$ cat src/source/mac_fmt_pkg.sv
package mac_fmt_pkg;

	// operand and digit geometry
	localparam int OP_W       = 8;
	localparam int DIG_W      = 2;
	localparam int INT_DIGITS = 4;  // digits in an int8 magnitude
	localparam int FP_DIGITS  = 2;  // digits in an e4m3 significand

	// product side
	localparam int ACC_W  = 16;
	localparam int EXP_W  = 4;  // stored e4m3 exponent field
	localparam int EXPS_W = 5;  // sum of two effective exponents
	localparam int STEP_W = 2;

	typedef enum logic {
		MODE_INT8 = 1'b0,
		MODE_FP8  = 1'b1
	} mode_t;

endpackage

$ cat src/source/apb_map_pkg.sv
package apb_map_pkg;

	// register offsets
	localparam logic [7:0] OFF_CTRL   = 8'h00;
	localparam logic [7:0] OFF_OP_A   = 8'h04;
	localparam logic [7:0] OFF_OP_B   = 8'h08;
	localparam logic [7:0] OFF_STATUS = 8'h0C;
	localparam logic [7:0] OFF_RESULT = 8'h10;

	// ctrl fields, start is a write-only pulse
	localparam int CTRL_START_BIT = 0;
	localparam int CTRL_MODE_BIT  = 1;

	// status fields
	localparam int ST_BUSY_BIT = 0;
	localparam int ST_DONE_BIT = 1;

	// fp8 result word layout
	localparam int RES_EXP_LSB  = 8;
	localparam int RES_SIGN_BIT = 15;

endpackage

$ cat src/source/apb_regs.sv
`timescale 1ns/1ps

module apb_regs import mac_fmt_pkg::*, apb_map_pkg::*; #(
	parameter int ADDR_W = 8
) (
	input  logic              clk_i,
	input  logic              rst_n_i,
	input  logic              psel_i,
	input  logic              penable_i,
	input  logic              pwrite_i,
	input  logic [ADDR_W-1:0] paddr_i,
	input  logic [31:0]       pwdata_i,
	input  logic              busy_i,
	input  logic [ACC_W-1:0]  result_i,
	input  logic              done_i,
	output logic [31:0]       prdata_o,
	output logic              pready_o,
	output logic              irq_o,
	output logic              start_o,
	output mode_t             mode_o,
	output logic [OP_W-1:0]   op_a_o,
	output logic [OP_W-1:0]   op_b_o
);

	logic access;
	logic wr_en;
	logic hit_ctrl, hit_op_a, hit_op_b, hit_status, hit_result;
	logic run_busy;
	logic start_go;
	logic done_q;

	assign hit_ctrl   = (paddr_i == ADDR_W'(OFF_CTRL));
	assign hit_op_a   = (paddr_i == ADDR_W'(OFF_OP_A));
	assign hit_op_b   = (paddr_i == ADDR_W'(OFF_OP_B));
	assign hit_status = (paddr_i == ADDR_W'(OFF_STATUS));
	assign hit_result = (paddr_i == ADDR_W'(OFF_RESULT));

	assign access   = psel_i & penable_i;
	assign run_busy = busy_i | start_o; // pending start counts as busy

	// result reads wait for the run to finish
	assign pready_o = ~(access & ~pwrite_i & hit_result & run_busy);
	assign wr_en    = access & pwrite_i & pready_o;
	assign start_go = wr_en & hit_ctrl & pwdata_i[CTRL_START_BIT] & ~run_busy;

	always_ff @(posedge clk_i or negedge rst_n_i) begin
		if (!rst_n_i) begin
			start_o <= 1'b0;
			done_q  <= 1'b0;
			mode_o  <= MODE_INT8;
		end else begin
			start_o <= start_go;
			if (start_go)
				done_q <= 1'b0;
			else if (done_i)
				done_q <= 1'b1;
			// mode is frozen while a run uses it
			if (wr_en && hit_ctrl && !run_busy)
				mode_o <= mode_t'(pwdata_i[CTRL_MODE_BIT]);
		end
	end

	always_ff @(posedge clk_i) begin
		if (wr_en && hit_op_a)
			op_a_o <= pwdata_i[OP_W-1:0];
		if (wr_en && hit_op_b)
			op_b_o <= pwdata_i[OP_W-1:0];
	end

	assign irq_o = done_q;

	always_comb begin
		prdata_o = '0;
		if (hit_ctrl) begin
			prdata_o[CTRL_MODE_BIT] = mode_o;
		end else if (hit_op_a) begin
			prdata_o[OP_W-1:0] = op_a_o;
		end else if (hit_op_b) begin
			prdata_o[OP_W-1:0] = op_b_o;
		end else if (hit_status) begin
			prdata_o[ST_BUSY_BIT] = run_busy;
			prdata_o[ST_DONE_BIT] = done_q;
		end else if (hit_result) begin
			prdata_o[ACC_W-1:0] = result_i;
		end
	end

endmodule

$ cat src/source/seq_fsm.sv
`timescale 1ns/1ps

module seq_fsm (
	input  logic clk_i,
	input  logic rst_n_i,
	input  logic start_i,
	input  logic last_i,
	output logic load_o,
	output logic clr_o,
	output logic step_en_o,
	output logic finish_o,
	output logic busy_o
);

	typedef enum logic [1:0] {
		IDLE,
		LOAD,
		RUN,
		FINISH
	} state_t;

	state_t state_q, state_d;

	always_comb begin
		state_d = state_q;
		case (state_q)
			IDLE:    if (start_i) state_d = LOAD;
			LOAD:    state_d = RUN;
			RUN:     if (last_i) state_d = FINISH; // last row accumulates on this edge
			FINISH:  state_d = IDLE;
			default: state_d = IDLE;
		endcase
	end

	always_ff @(posedge clk_i or negedge rst_n_i) begin
		if (!rst_n_i)
			state_q <= IDLE;
		else
			state_q <= state_d;
	end

	// load also clears counter and accumulator
	assign load_o    = (state_q == LOAD);
	assign clr_o     = (state_q == LOAD);
	assign step_en_o = (state_q == RUN);
	assign finish_o  = (state_q == FINISH);
	assign busy_o    = (state_q != IDLE);

endmodule

$ cat src/source/digit_counter.sv
`timescale 1ns/1ps

module digit_counter import mac_fmt_pkg::*; (
	input  logic              clk_i,
	input  logic              rst_n_i,
	input  logic              clr_i,
	input  logic              en_i,
	input  mode_t             mode_i,
	output logic [STEP_W-1:0] idx_o,
	output logic              last_o
);

	logic [STEP_W-1:0] last_idx;

	// fp8 significand has only two digits
	assign last_idx = (mode_i == MODE_FP8) ? STEP_W'(FP_DIGITS - 1) : STEP_W'(INT_DIGITS - 1);

	always_ff @(posedge clk_i or negedge rst_n_i) begin
		if (!rst_n_i)
			idx_o <= '0;
		else if (clr_i)
			idx_o <= '0;
		else if (en_i)
			idx_o <= idx_o + 1'b1;
	end

	assign last_o = en_i & (idx_o == last_idx);

endmodule

$ cat src/source/operand_unpack.sv
`timescale 1ns/1ps

module operand_unpack import mac_fmt_pkg::*; (
	input  logic              clk_i,
	input  logic              rst_n_i,
	input  logic              load_i,
	input  mode_t             mode_i,
	input  logic [OP_W-1:0]   op_a_i,
	input  logic [OP_W-1:0]   op_b_i,
	output logic [OP_W-1:0]   mag_a_o,
	output logic [OP_W-1:0]   mag_b_o,
	output logic              sign_o,
	output logic [EXPS_W-1:0] exp_sum_o
);

	localparam int MAN_W = OP_W - 1 - EXP_W;

	logic [OP_W-1:0]   mag_a_d, mag_b_d;
	logic [EXPS_W-1:0] exp_sum_d;

	function automatic logic [OP_W-1:0] int_mag(input logic [OP_W-1:0] v);
		return v[OP_W-1] ? (~v) + 1'b1 : v;
	endfunction

	// implicit one only for a nonzero exponent field
	function automatic logic [OP_W-1:0] fp_sig(input logic [OP_W-1:0] v);
		logic hidden;
		hidden = |v[OP_W-2 -: EXP_W];
		return {{(OP_W-MAN_W-1){1'b0}}, hidden, v[MAN_W-1:0]};
	endfunction

	function automatic logic [EXP_W-1:0] fp_exp(input logic [OP_W-1:0] v);
		logic [EXP_W-1:0] e;
		e = v[OP_W-2 -: EXP_W];
		return (e == '0) ? EXP_W'(1) : e; // subnormal sits at exponent 1
	endfunction

	always_comb begin
		if (mode_i == MODE_FP8) begin
			mag_a_d   = fp_sig(op_a_i);
			mag_b_d   = fp_sig(op_b_i);
			exp_sum_d = EXPS_W'(fp_exp(op_a_i)) + EXPS_W'(fp_exp(op_b_i));
		end else begin
			mag_a_d   = int_mag(op_a_i);
			mag_b_d   = int_mag(op_b_i);
			exp_sum_d = '0;
		end
	end

	always_ff @(posedge clk_i or negedge rst_n_i) begin
		if (!rst_n_i) begin
			mag_a_o   <= '0;
			mag_b_o   <= '0;
			sign_o    <= 1'b0;
			exp_sum_o <= '0;
		end else if (load_i) begin
			mag_a_o   <= mag_a_d;
			mag_b_o   <= mag_b_d;
			sign_o    <= op_a_i[OP_W-1] ^ op_b_i[OP_W-1]; // msb is the sign in both formats
			exp_sum_o <= exp_sum_d;
		end
	end

endmodule

$ cat src/source/digit_mul_row.sv
`timescale 1ns/1ps

module digit_mul_row import mac_fmt_pkg::*; (
	input  logic              clk_i,
	input  logic              rst_n_i,
	input  logic              clr_i,
	input  logic              en_i,
	input  logic [OP_W-1:0]   mag_a_i,
	input  logic [OP_W-1:0]   mag_b_i,
	input  logic [STEP_W-1:0] idx_i,
	output logic [ACC_W-1:0]  acc_o
);

	logic [DIG_W-1:0]   b_dig;
	logic [2*DIG_W-1:0] pp [INT_DIGITS];
	logic [ACC_W-1:0]   row;

	assign b_dig = mag_b_i[idx_i*DIG_W +: DIG_W];

	// one 2x2 digit multiplier per digit of a
	for (genvar j = 0; j < INT_DIGITS; j++) begin : g_dmul
		assign pp[j] = mag_a_i[j*DIG_W +: DIG_W] * b_dig;
	end

	always_comb begin
		row = '0;
		for (int j = 0; j < INT_DIGITS; j++)
			row = row + (ACC_W'(pp[j]) << (j*DIG_W));
	end

	always_ff @(posedge clk_i or negedge rst_n_i) begin
		if (!rst_n_i)
			acc_o <= '0;
		else if (clr_i)
			acc_o <= '0;
		else if (en_i)
			acc_o <= acc_o + (row << (idx_i*DIG_W)); // row weight follows digit of b
	end

endmodule

$ cat src/source/result_pack.sv
`timescale 1ns/1ps

module result_pack import mac_fmt_pkg::*, apb_map_pkg::*; (
	input  logic              clk_i,
	input  logic              rst_n_i,
	input  logic              finish_i,
	input  mode_t             mode_i,
	input  logic [ACC_W-1:0]  acc_i,
	input  logic              sign_i,
	input  logic [EXPS_W-1:0] exp_sum_i,
	output logic [ACC_W-1:0]  result_o,
	output logic              done_o
);

	logic [ACC_W-1:0] int_word;
	logic [ACC_W-1:0] fp_word;

	assign int_word = sign_i ? (~acc_i) + 1'b1 : acc_i;

	// unnormalized significand product below the exponent field
	always_comb begin
		fp_word = '0;
		fp_word[RES_EXP_LSB-1:0]        = acc_i[RES_EXP_LSB-1:0];
		fp_word[RES_EXP_LSB +: EXPS_W]  = exp_sum_i;
		fp_word[RES_SIGN_BIT]           = sign_i;
	end

	always_ff @(posedge clk_i or negedge rst_n_i) begin
		if (!rst_n_i)
			result_o <= '0;
		else if (finish_i)
			result_o <= (mode_i == MODE_FP8) ? fp_word : int_word;
	end

	// done lands on the same edge as the stored result
	assign done_o = finish_i;

endmodule

$ cat src/source/mac_top.sv
`timescale 1ns/1ps

module mac_top import mac_fmt_pkg::*; #(
	parameter int ADDR_W = 8
) (
	input  logic              clk_i,
	input  logic              rst_n_i,
	input  logic              psel_i,
	input  logic              penable_i,
	input  logic              pwrite_i,
	input  logic [ADDR_W-1:0] paddr_i,
	input  logic [31:0]       pwdata_i,
	output logic [31:0]       prdata_o,
	output logic              pready_o,
	output logic              irq_o
);

	logic              start, busy, done;
	logic              load, clr, step_en, finish, last;
	mode_t             mode;
	logic [OP_W-1:0]   op_a, op_b;
	logic [OP_W-1:0]   mag_a, mag_b;
	logic              sign;
	logic [EXPS_W-1:0] exp_sum;
	logic [STEP_W-1:0] idx;
	logic [ACC_W-1:0]  acc, result;

	apb_regs #(.ADDR_W(ADDR_W)) u_regs (
		.clk_i(clk_i), .rst_n_i(rst_n_i),
		.psel_i(psel_i), .penable_i(penable_i), .pwrite_i(pwrite_i),
		.paddr_i(paddr_i), .pwdata_i(pwdata_i),
		.busy_i(busy), .result_i(result), .done_i(done),
		.prdata_o(prdata_o), .pready_o(pready_o), .irq_o(irq_o),
		.start_o(start), .mode_o(mode), .op_a_o(op_a), .op_b_o(op_b)
	);

	seq_fsm u_fsm (
		.clk_i(clk_i), .rst_n_i(rst_n_i), .start_i(start), .last_i(last),
		.load_o(load), .clr_o(clr), .step_en_o(step_en), .finish_o(finish), .busy_o(busy)
	);

	digit_counter u_cnt (
		.clk_i(clk_i), .rst_n_i(rst_n_i), .clr_i(clr), .en_i(step_en), .mode_i(mode),
		.idx_o(idx), .last_o(last)
	);

	operand_unpack u_unpack (
		.clk_i(clk_i), .rst_n_i(rst_n_i), .load_i(load), .mode_i(mode),
		.op_a_i(op_a), .op_b_i(op_b),
		.mag_a_o(mag_a), .mag_b_o(mag_b), .sign_o(sign), .exp_sum_o(exp_sum)
	);

	digit_mul_row u_row (
		.clk_i(clk_i), .rst_n_i(rst_n_i), .clr_i(clr), .en_i(step_en),
		.mag_a_i(mag_a), .mag_b_i(mag_b), .idx_i(idx), .acc_o(acc)
	);

	result_pack u_pack (
		.clk_i(clk_i), .rst_n_i(rst_n_i), .finish_i(finish), .mode_i(mode),
		.acc_i(acc), .sign_i(sign), .exp_sum_i(exp_sum),
		.result_o(result), .done_o(done)
	);

endmodule

$ cat config.mk
export PLATFORM = sky130hd
export DESIGN_NAME = mac_top
export DESIGN_NICKNAME = d
export VERILOG_FILES = /design/src/source/mac_fmt_pkg.sv /design/src/source/apb_map_pkg.sv /design/src/source/apb_regs.sv /design/src/source/seq_fsm.sv /design/src/source/digit_counter.sv /design/src/source/operand_unpack.sv /design/src/source/digit_mul_row.sv /design/src/source/result_pack.sv /design/src/source/mac_top.sv
export SDC_FILE = /design/constraint.sdc
export NUM_CORES = 1
export LEC_CHECK = 0
export BUFFER_PORTS_ARGS = -buffer_cell sky130_fd_sc_hd__buf_2
export CORE_ASPECT_RATIO = 1.25
export CORE_MARGIN = 2
export CORE_UTILIZATION = 45
export CTS_BUF_LIST = sky130_fd_sc_hd__clkbuf_2 sky130_fd_sc_hd__clkbuf_4 sky130_fd_sc_hd__clkbuf_8
export DETAILED_ROUTE_END_ITERATION = 10
export PLACE_DENSITY = 0.63
export SETUP_SLACK_MARGIN = 0.02
export SYNTH_ARGS = -nofsm -noshare
export SYNTH_HDL_FRONTEND = slang
export SYNTH_SLANG_ARGS = --single-unit
$ cat constraint.sdc
create_clock -name clk_i -period 6.9 [get_ports clk_i]
set_clock_uncertainty 0.1 [all_clocks]
set_input_delay 0.69 -clock clk_i [delete_from_list [all_inputs] [get_ports clk_i]]
set_output_delay 0.69 -clock clk_i [all_outputs]
set_load 0.05 [all_outputs]
* Yosys cells after proc, flatten, opt, wreduce, memory -nomap -nowiden
Cells that the tools add are included.
** Storage, ports and cells
- Flip-flop bits (word level) :: 77
- Bits of input ports :: 45
- Output and inout bits :: 34
** Operators by class
- Add/subtract/negate cells :: 9
- Multiply operators :: 4
- Eq/ne operators :: 10
- Shift-type cells :: 2
- Mux-type cells :: 29
- Bitwise logic cells :: 18
- Reduce and logical (&&, ||, !) cells :: 15
** Operators with widths (number)
- two-way mux 16 bit :: 5
- two-way mux 8 bit :: 8
- two-way mux 14 bit :: 2
- adder 16 x 1 -> 16 bit (second input constant) :: 1
- adder 16 x 10 -> 16 bit :: 1
- adder 16 bit :: 1
- adder 16 x 8 -> 16 bit :: 1
- adder 8 x 1 -> 8 bit (second input constant) :: 2
- == test 8 x 4 -> 1 bit (second input constant) :: 2
- multiplier 2 x 2 -> 4 bit :: 4
- inverter 16 bit :: 1
- inverter 8 bit :: 2
- << shifter 16 x 3 -> 16 bit :: 1
- two-way mux 2 bit :: 6
- bitwise AND 1 bit :: 10
- == test 8 x 3 -> 1 bit (second input constant) :: 1
- == test 8 x 5 -> 1 bit (second input constant) :: 1
- logical NOT 4 bit :: 2
- logical NOT 8 bit :: 1
- two-way mux 4 bit :: 2
- one-hot mux 2 bit (4 select lines) :: 1
- OR reduction 4 bit :: 2
- indexed part select 8 x 4 -> 2 bit :: 1
- adder 4 x 6 -> 7 bit :: 1
- other kinds (16) :: 28

* Longest topological paths before layout
- Depth in word-level cells :: 10
- Depth in mapped cells :: 24

* Modules after synthesis
Synthesis repeated with hierarchy kept, for this count alone.
** Unflattened totals
- Cells, all modules :: 659
- Area total of the unflattened synthesis :: 6075.8 sq um
** Modules (own cells, without submodules)
- digit_mul_row :: instances 1, cells each 265, area an instance 2245.9 sq um, seq. area each 400.4 sq um
- operand_unpack :: instances 1, cells each 138, area an instance 1323.8 sq um, seq. area each 550.5 sq um
- apb_regs :: instances 1, cells each 112, area an instance 1198.6 sq um, seq. area each 555.5 sq um
- result_pack :: instances 1, cells each 119, area an instance 1019.7 sq um, seq. area each 400.4 sq um
- seq_fsm :: instances 1, cells each 16, area an instance 183.9 sq um, seq. area each 50.0 sq um
- digit_counter :: instances 1, cells each 9, area an instance 103.8 sq um, seq. area each 50.0 sq um

* Worst setup path before layout
Ideal clock, no wire load.
- Kind :: reg-to-reg
- Start point :: register u_cnt.idx_o[0]
- End point :: register u_row.acc_o[15]
- Setup time :: 0.136 ns
- Arrival time :: 5.397 ns
- Required time :: 6.664 ns
- Setup slack :: 1.267 ns
- Stages on the path, launching flop included :: 23
- Buffers on the path :: 1
- Cell sequence :: dfrtp_1 -> clkbuf_1 -> mux4_2 -> and2_1 -> ha_1 -> ha_1 -> fa_1 -> xor2_1 -> ha_1 -> ha_1 -> fa_1 -> a21o_1 -> a21oi_1 -> xor2_1 -> o21ai_0 -> a22o_1 -> ha_1 -> nand2_1 -> nor2_1 -> nand4_1 -> a21o_1 -> nand3_1 -> or3b_2
** Between the ends
- Word-level cells in the longest chain between the ends :: 9
** Ends and longest elaborated chain
- start, declared :: line digit_counter.sv:9 : output logic [STEP_W-1:0] idx_o,
- start signal, assigned :: line digit_counter.sv:24 : idx_o <= idx_o + 1'b1;
- indexed part select 8 x 4 -> 2 bit :: line digit_mul_row.sv:18 : assign b_dig = mag_b_i[idx_i*DIG_W +: DIG_W];
- multiplier 2 x 2 -> 4 bit :: line digit_mul_row.sv:22 : assign pp[j] = mag_a_i[j*DIG_W +: DIG_W] * b_dig;
- adder 4 x 6 -> 7 bit :: line digit_mul_row.sv:28 : row = row + (ACC_W'(pp[j]) << (j*DIG_W));
- adder 16 x 8 -> 16 bit :: line digit_mul_row.sv:28
- adder 16 x 10 -> 16 bit :: line digit_mul_row.sv:28
- << shifter 16 x 3 -> 16 bit * :: line digit_mul_row.sv:37 : acc_o <= acc_o + (row << (idx_i*DIG_W));
- adder 16 bit * :: line digit_mul_row.sv:37
- two-way mux 16 bit * :: line digit_mul_row.sv:36 : else if (en_i)
- two-way mux 16 bit * :: line digit_mul_row.sv:34 : else if (clr_i)
- end signal, assigned :: line digit_mul_row.sv:37
- end, declared :: line digit_mul_row.sv:11 : output logic [ACC_W-1:0] acc_o
Every way passes the cells marked *; elsewhere a longest branch is shown, timed or not. The select of a mux whose other input is x is not followed.
A chain may end at the register's enable or synchronous reset.

* Worst setup path after layout
- Start point :: register u_cnt.idx_o[0]
- End point :: register u_row.acc_o[14]
Same word-level chain as after synthesis.

==> metrics.md <==
| Metric | Value |
|---|---|
| Routed WL per cell | ~16 µm |
| Leading cell type in the layout, fill and taps excluded | dfrtp_1 |
| ANT nets after route | 0 |
| Post-DP HPWL | between 9000 and 10000 µm |
| # resized after CTS | 0 |
| DR iter-0 viols | between 200 and 250 |
| Run status | finished, final reports clean |
| Compound-gate portion of the synthesized area | between 10% and 20% |
| Clk root buf | clkbuf_8 |
| Starting Density | roughly 46% |
| Reg clk slew, reported paths | roughly 90 ps |
| Ys Warns | 0 |
| Crit path from | u_cnt.idx_o[0] |
| Sequential area share after synthesis | 36.0% |
| Setup bufs post-CTS | 0 |
| Htree depth | 3 |
| Share of cells above drive strength 1 | about an eighth |
| Max-slew headroom | around 36% |
| Vias in the first global route | roughly 4300 |
| Setup violators final | 0 |
| Main combinational cell family by area after synthesis | compound AO/OA/AOI/OAI gates |
| Core area | between 10000 and 15000 µm² |
| Ant diodes | 0 |
| Period utilization | ~87% |
| CTS Sinks | 77 |
| Post-layout minimum cycle time | 6030 ps |
| Pin count of the biggest net entering global routing | slightly above 60 |
| Final core utilization | 50.1% |
| Post-synth EDFFs | 16 |
| Synth Flop Type | dfrtp_1 |
| Post-synthesis mux area share | roughly 4.5% |
| Clock Path Buffers | 2 |
| Worst Setup End Kind | flip-flop |
| VDD IR max | 0.283 mV |
| Fillers | roughly 1200 |
| FFs w/ async S/R, synth | 79.2% |
| First-pass DRT Iterations | 4 |
| Final GP Congestion | around 0.89 |
| # DRC | 0 |
| Crit path launch type | flip-flop |
| CTS Hold Bufs | 0 |
| Worst hold path type | primary input to asynchronous set/reset pin |
| PD cells | approximately 460 nW/µm² |
| Adder-Cell Fraction of Synth Area | a little under an eighth |
| Most frequent cells in the layout | dfrtp_1 (61), ha_1 (46), a21oi_1 (45), inv_1 (42) |
| Synth Area per Inst | between 9 and 10 µm² |
| Max-slew violations | 0 |
| Clk_lat worst skew | 360 ps |
| Chip Width | just over 100 µm |
| Total GRT Usage | between 10% and 20% |
| Worst reg2reg setup slack | slightly below 900 ps |
| DR vias | between 4000 and 5000 |
| PortBufs | 38 |
| Global-route wire length before repair | about 21000 µm |
| Area of the multi-input gates | between 3000 and 4000 µm² |
| IO Pins | 79 |
| Initial antenna violation count | 0 |
| CTS tree | built |
| Unrepaired setup endpoints after global routing | no |
| Post-Syn Area | around 5600 µm² |
| CTS buffer count | 9 |
| Tightest Pin Transition | 956 ps |
| Critical Path Fanout Max | 8 |
| Leakage | approximately 2.9 nW |
| Fin nets | ~730 |
| Die ar. | between 10000 and 15000 µm² |
| Mapped Cells | around 600 |
| Vias per cell | about 5.5 |
| WP data required | ~7000 ps |
| WP data arrival | approximately 6000 ps |
| Final design area excluding fillers | 6070 µm² |
| DRT Wirelength | 12800 µm |
| Final hold viol count | 0 |
| Synth Area in XOR/XNOR | 6.92% |
| CP Class | flip-flop to flip-flop |
| Synth Area in Simple Gates | 16.3% |
| #FFs+latches synth | 77 |
| Sequential cell area | between 2000 and 2500 µm² |
| Max cap viols | 0 |
| Area Growth Syn to Fin | 8.85% |
| Rows | 45 |
| Netlist cell types | 57 |
| Placed inst area | a little under 6000 µm² |
| Setup TNS | 0 ps |
| Fmax | between 150 and 200 MHz |
| Die height | approximately 130 µm |
| FF-to-FF Start | u_cnt.idx_o[0] |
| GRT Residual Overflow | 0 |
[per-stage QoR]
| stage | std cells | hold slack [ps] | power, mW | worst slack (ps) |
|---|---|---|---|---|
| 2_1_floorplan | 622 | 294 | 2.02 | 1270 |
| 3_3_place_gp | 786 | 385 | 2.36 | 1010 |
| 3_5_place_dp | 786 | 387 | 2.38 | 874 |
| 4_1_cts | 802 | 400 | 2.80 | 863 |
| 5_1_grt | 802 | 414 | 3.05 | 531 |
| 6_report | 802 | 409 | 2.80 | 875 |
[final timing paths]
check | end | depth (start not counted)
min in group clk_i | u_pack.result_o[11] | 1
setup / recovery | u_row.acc_o[14] | 21
hold reg to reg | u_pack.result_o[11] | 1
max in group asynchronous | u_unpack.mag_a_o[7] | 2
hold / removal | u_unpack.exp_sum_o[4] | 2
setup reg to reg | u_row.acc_o[14] | 21
[report_power, final]
group	switching (mW)	leakage (nW)	internal [mW]
combinational	0.975	1.84	0.693
sequential	0.125	0.902	0.610
clock	0.179	0.117	0.219
[state kept, by name, indices dropped and copies added, names as in the netlist, 2 cells and up]
name / cells
u_cnt.idx_o: 2
u_fsm.state_q: 2
u_unpack.mag_a_o: 8
u_row.acc_o: 16
u_unpack.exp_sum_o: 5
u_pack.result_o: 16
u_unpack.mag_b_o: 8
u_regs.op_b_o: 8
u_regs.op_a_o: 8
[metal layers]
layer | track usage (%) | part of all wire [%] | wire length [µm] | vias to the layer above
li1 | - | - | - | 2179
met1 | 24.1 | 45 | 5730 | 2066
met2 | 33.7 | 48 | 6150 | 110
met3 | 2.58 | 2.9 | 378 | 30
met4 | 11.4 | 4.5 | 577 | 0
met5 | 0 | 0 | 0 | -
[logic make-up after synthesis]
logic type	count (synthesis)
xor gates and xnor gates	44
AOI/OAI and AO/OA	154
adders and majority gates	50
buffers and inverters	87
other	1
DFF	77
muxes	20
and+or+nand+nor	174
[final cells by class]
cell class	instances	share of cell area, %
Clock buffer	11	2.39
Timing Repair Buffer	45	4.00
Multi-Input combinational cell	458	53.2
Clock inverter	5	1.36
Inverter	42	2.60
Sequential cell	77	33.1
Tap cell	164	3.38
[worst max-delay path, cell delays in order (launching register included)]
cell	delay, ps
dfrtp_1	440
mux4_2	600
and2_1	190
ha_1	290
ha_1	230
fa_1	410
xor2_1	180
ha_1	220
ha_1	210
fa_1	410
a21o_1	180
a21oi_1	310
xor2_1	220
o21ai_0	110
a22o_1	290
ha_1	360
a21oi_1	320
o21bai_1	100
a21o_1	170
o32ai_1	260
xor2_1	190
o22ai_1	90
[Yosys cell counts (10+ instances only)]
| master | instances | area, µm² |
|---|---|---|
| ha_1 | 46 | 576 |
| nand2_1 | 38 | 143 |
| clkbuf_1 | 23 | 86.3 |
| xnor2_1 | 25 | 219 |
| dfrtp_1 | 61 | 1530 |
| o21ai_0 | 28 | 140 |
| edfxtp_1 | 16 | 480 |
| xor2_1 | 19 | 166 |
| mux2_2 | 10 | 113 |
| nand3_1 | 11 | 55.1 |
| inv_1 | 42 | 158 |
| nor2b_1 | 13 | 81.3 |
| a21o_1 | 13 | 97.6 |
| nor2_1 | 36 | 135 |
| and2_1 | 26 | 163 |
| buf_4 | 16 | 120 |
| o22ai_1 | 25 | 156 |
| a21oi_1 | 45 | 225 |
Note: power is estimated with default switching activity, not from simulation.
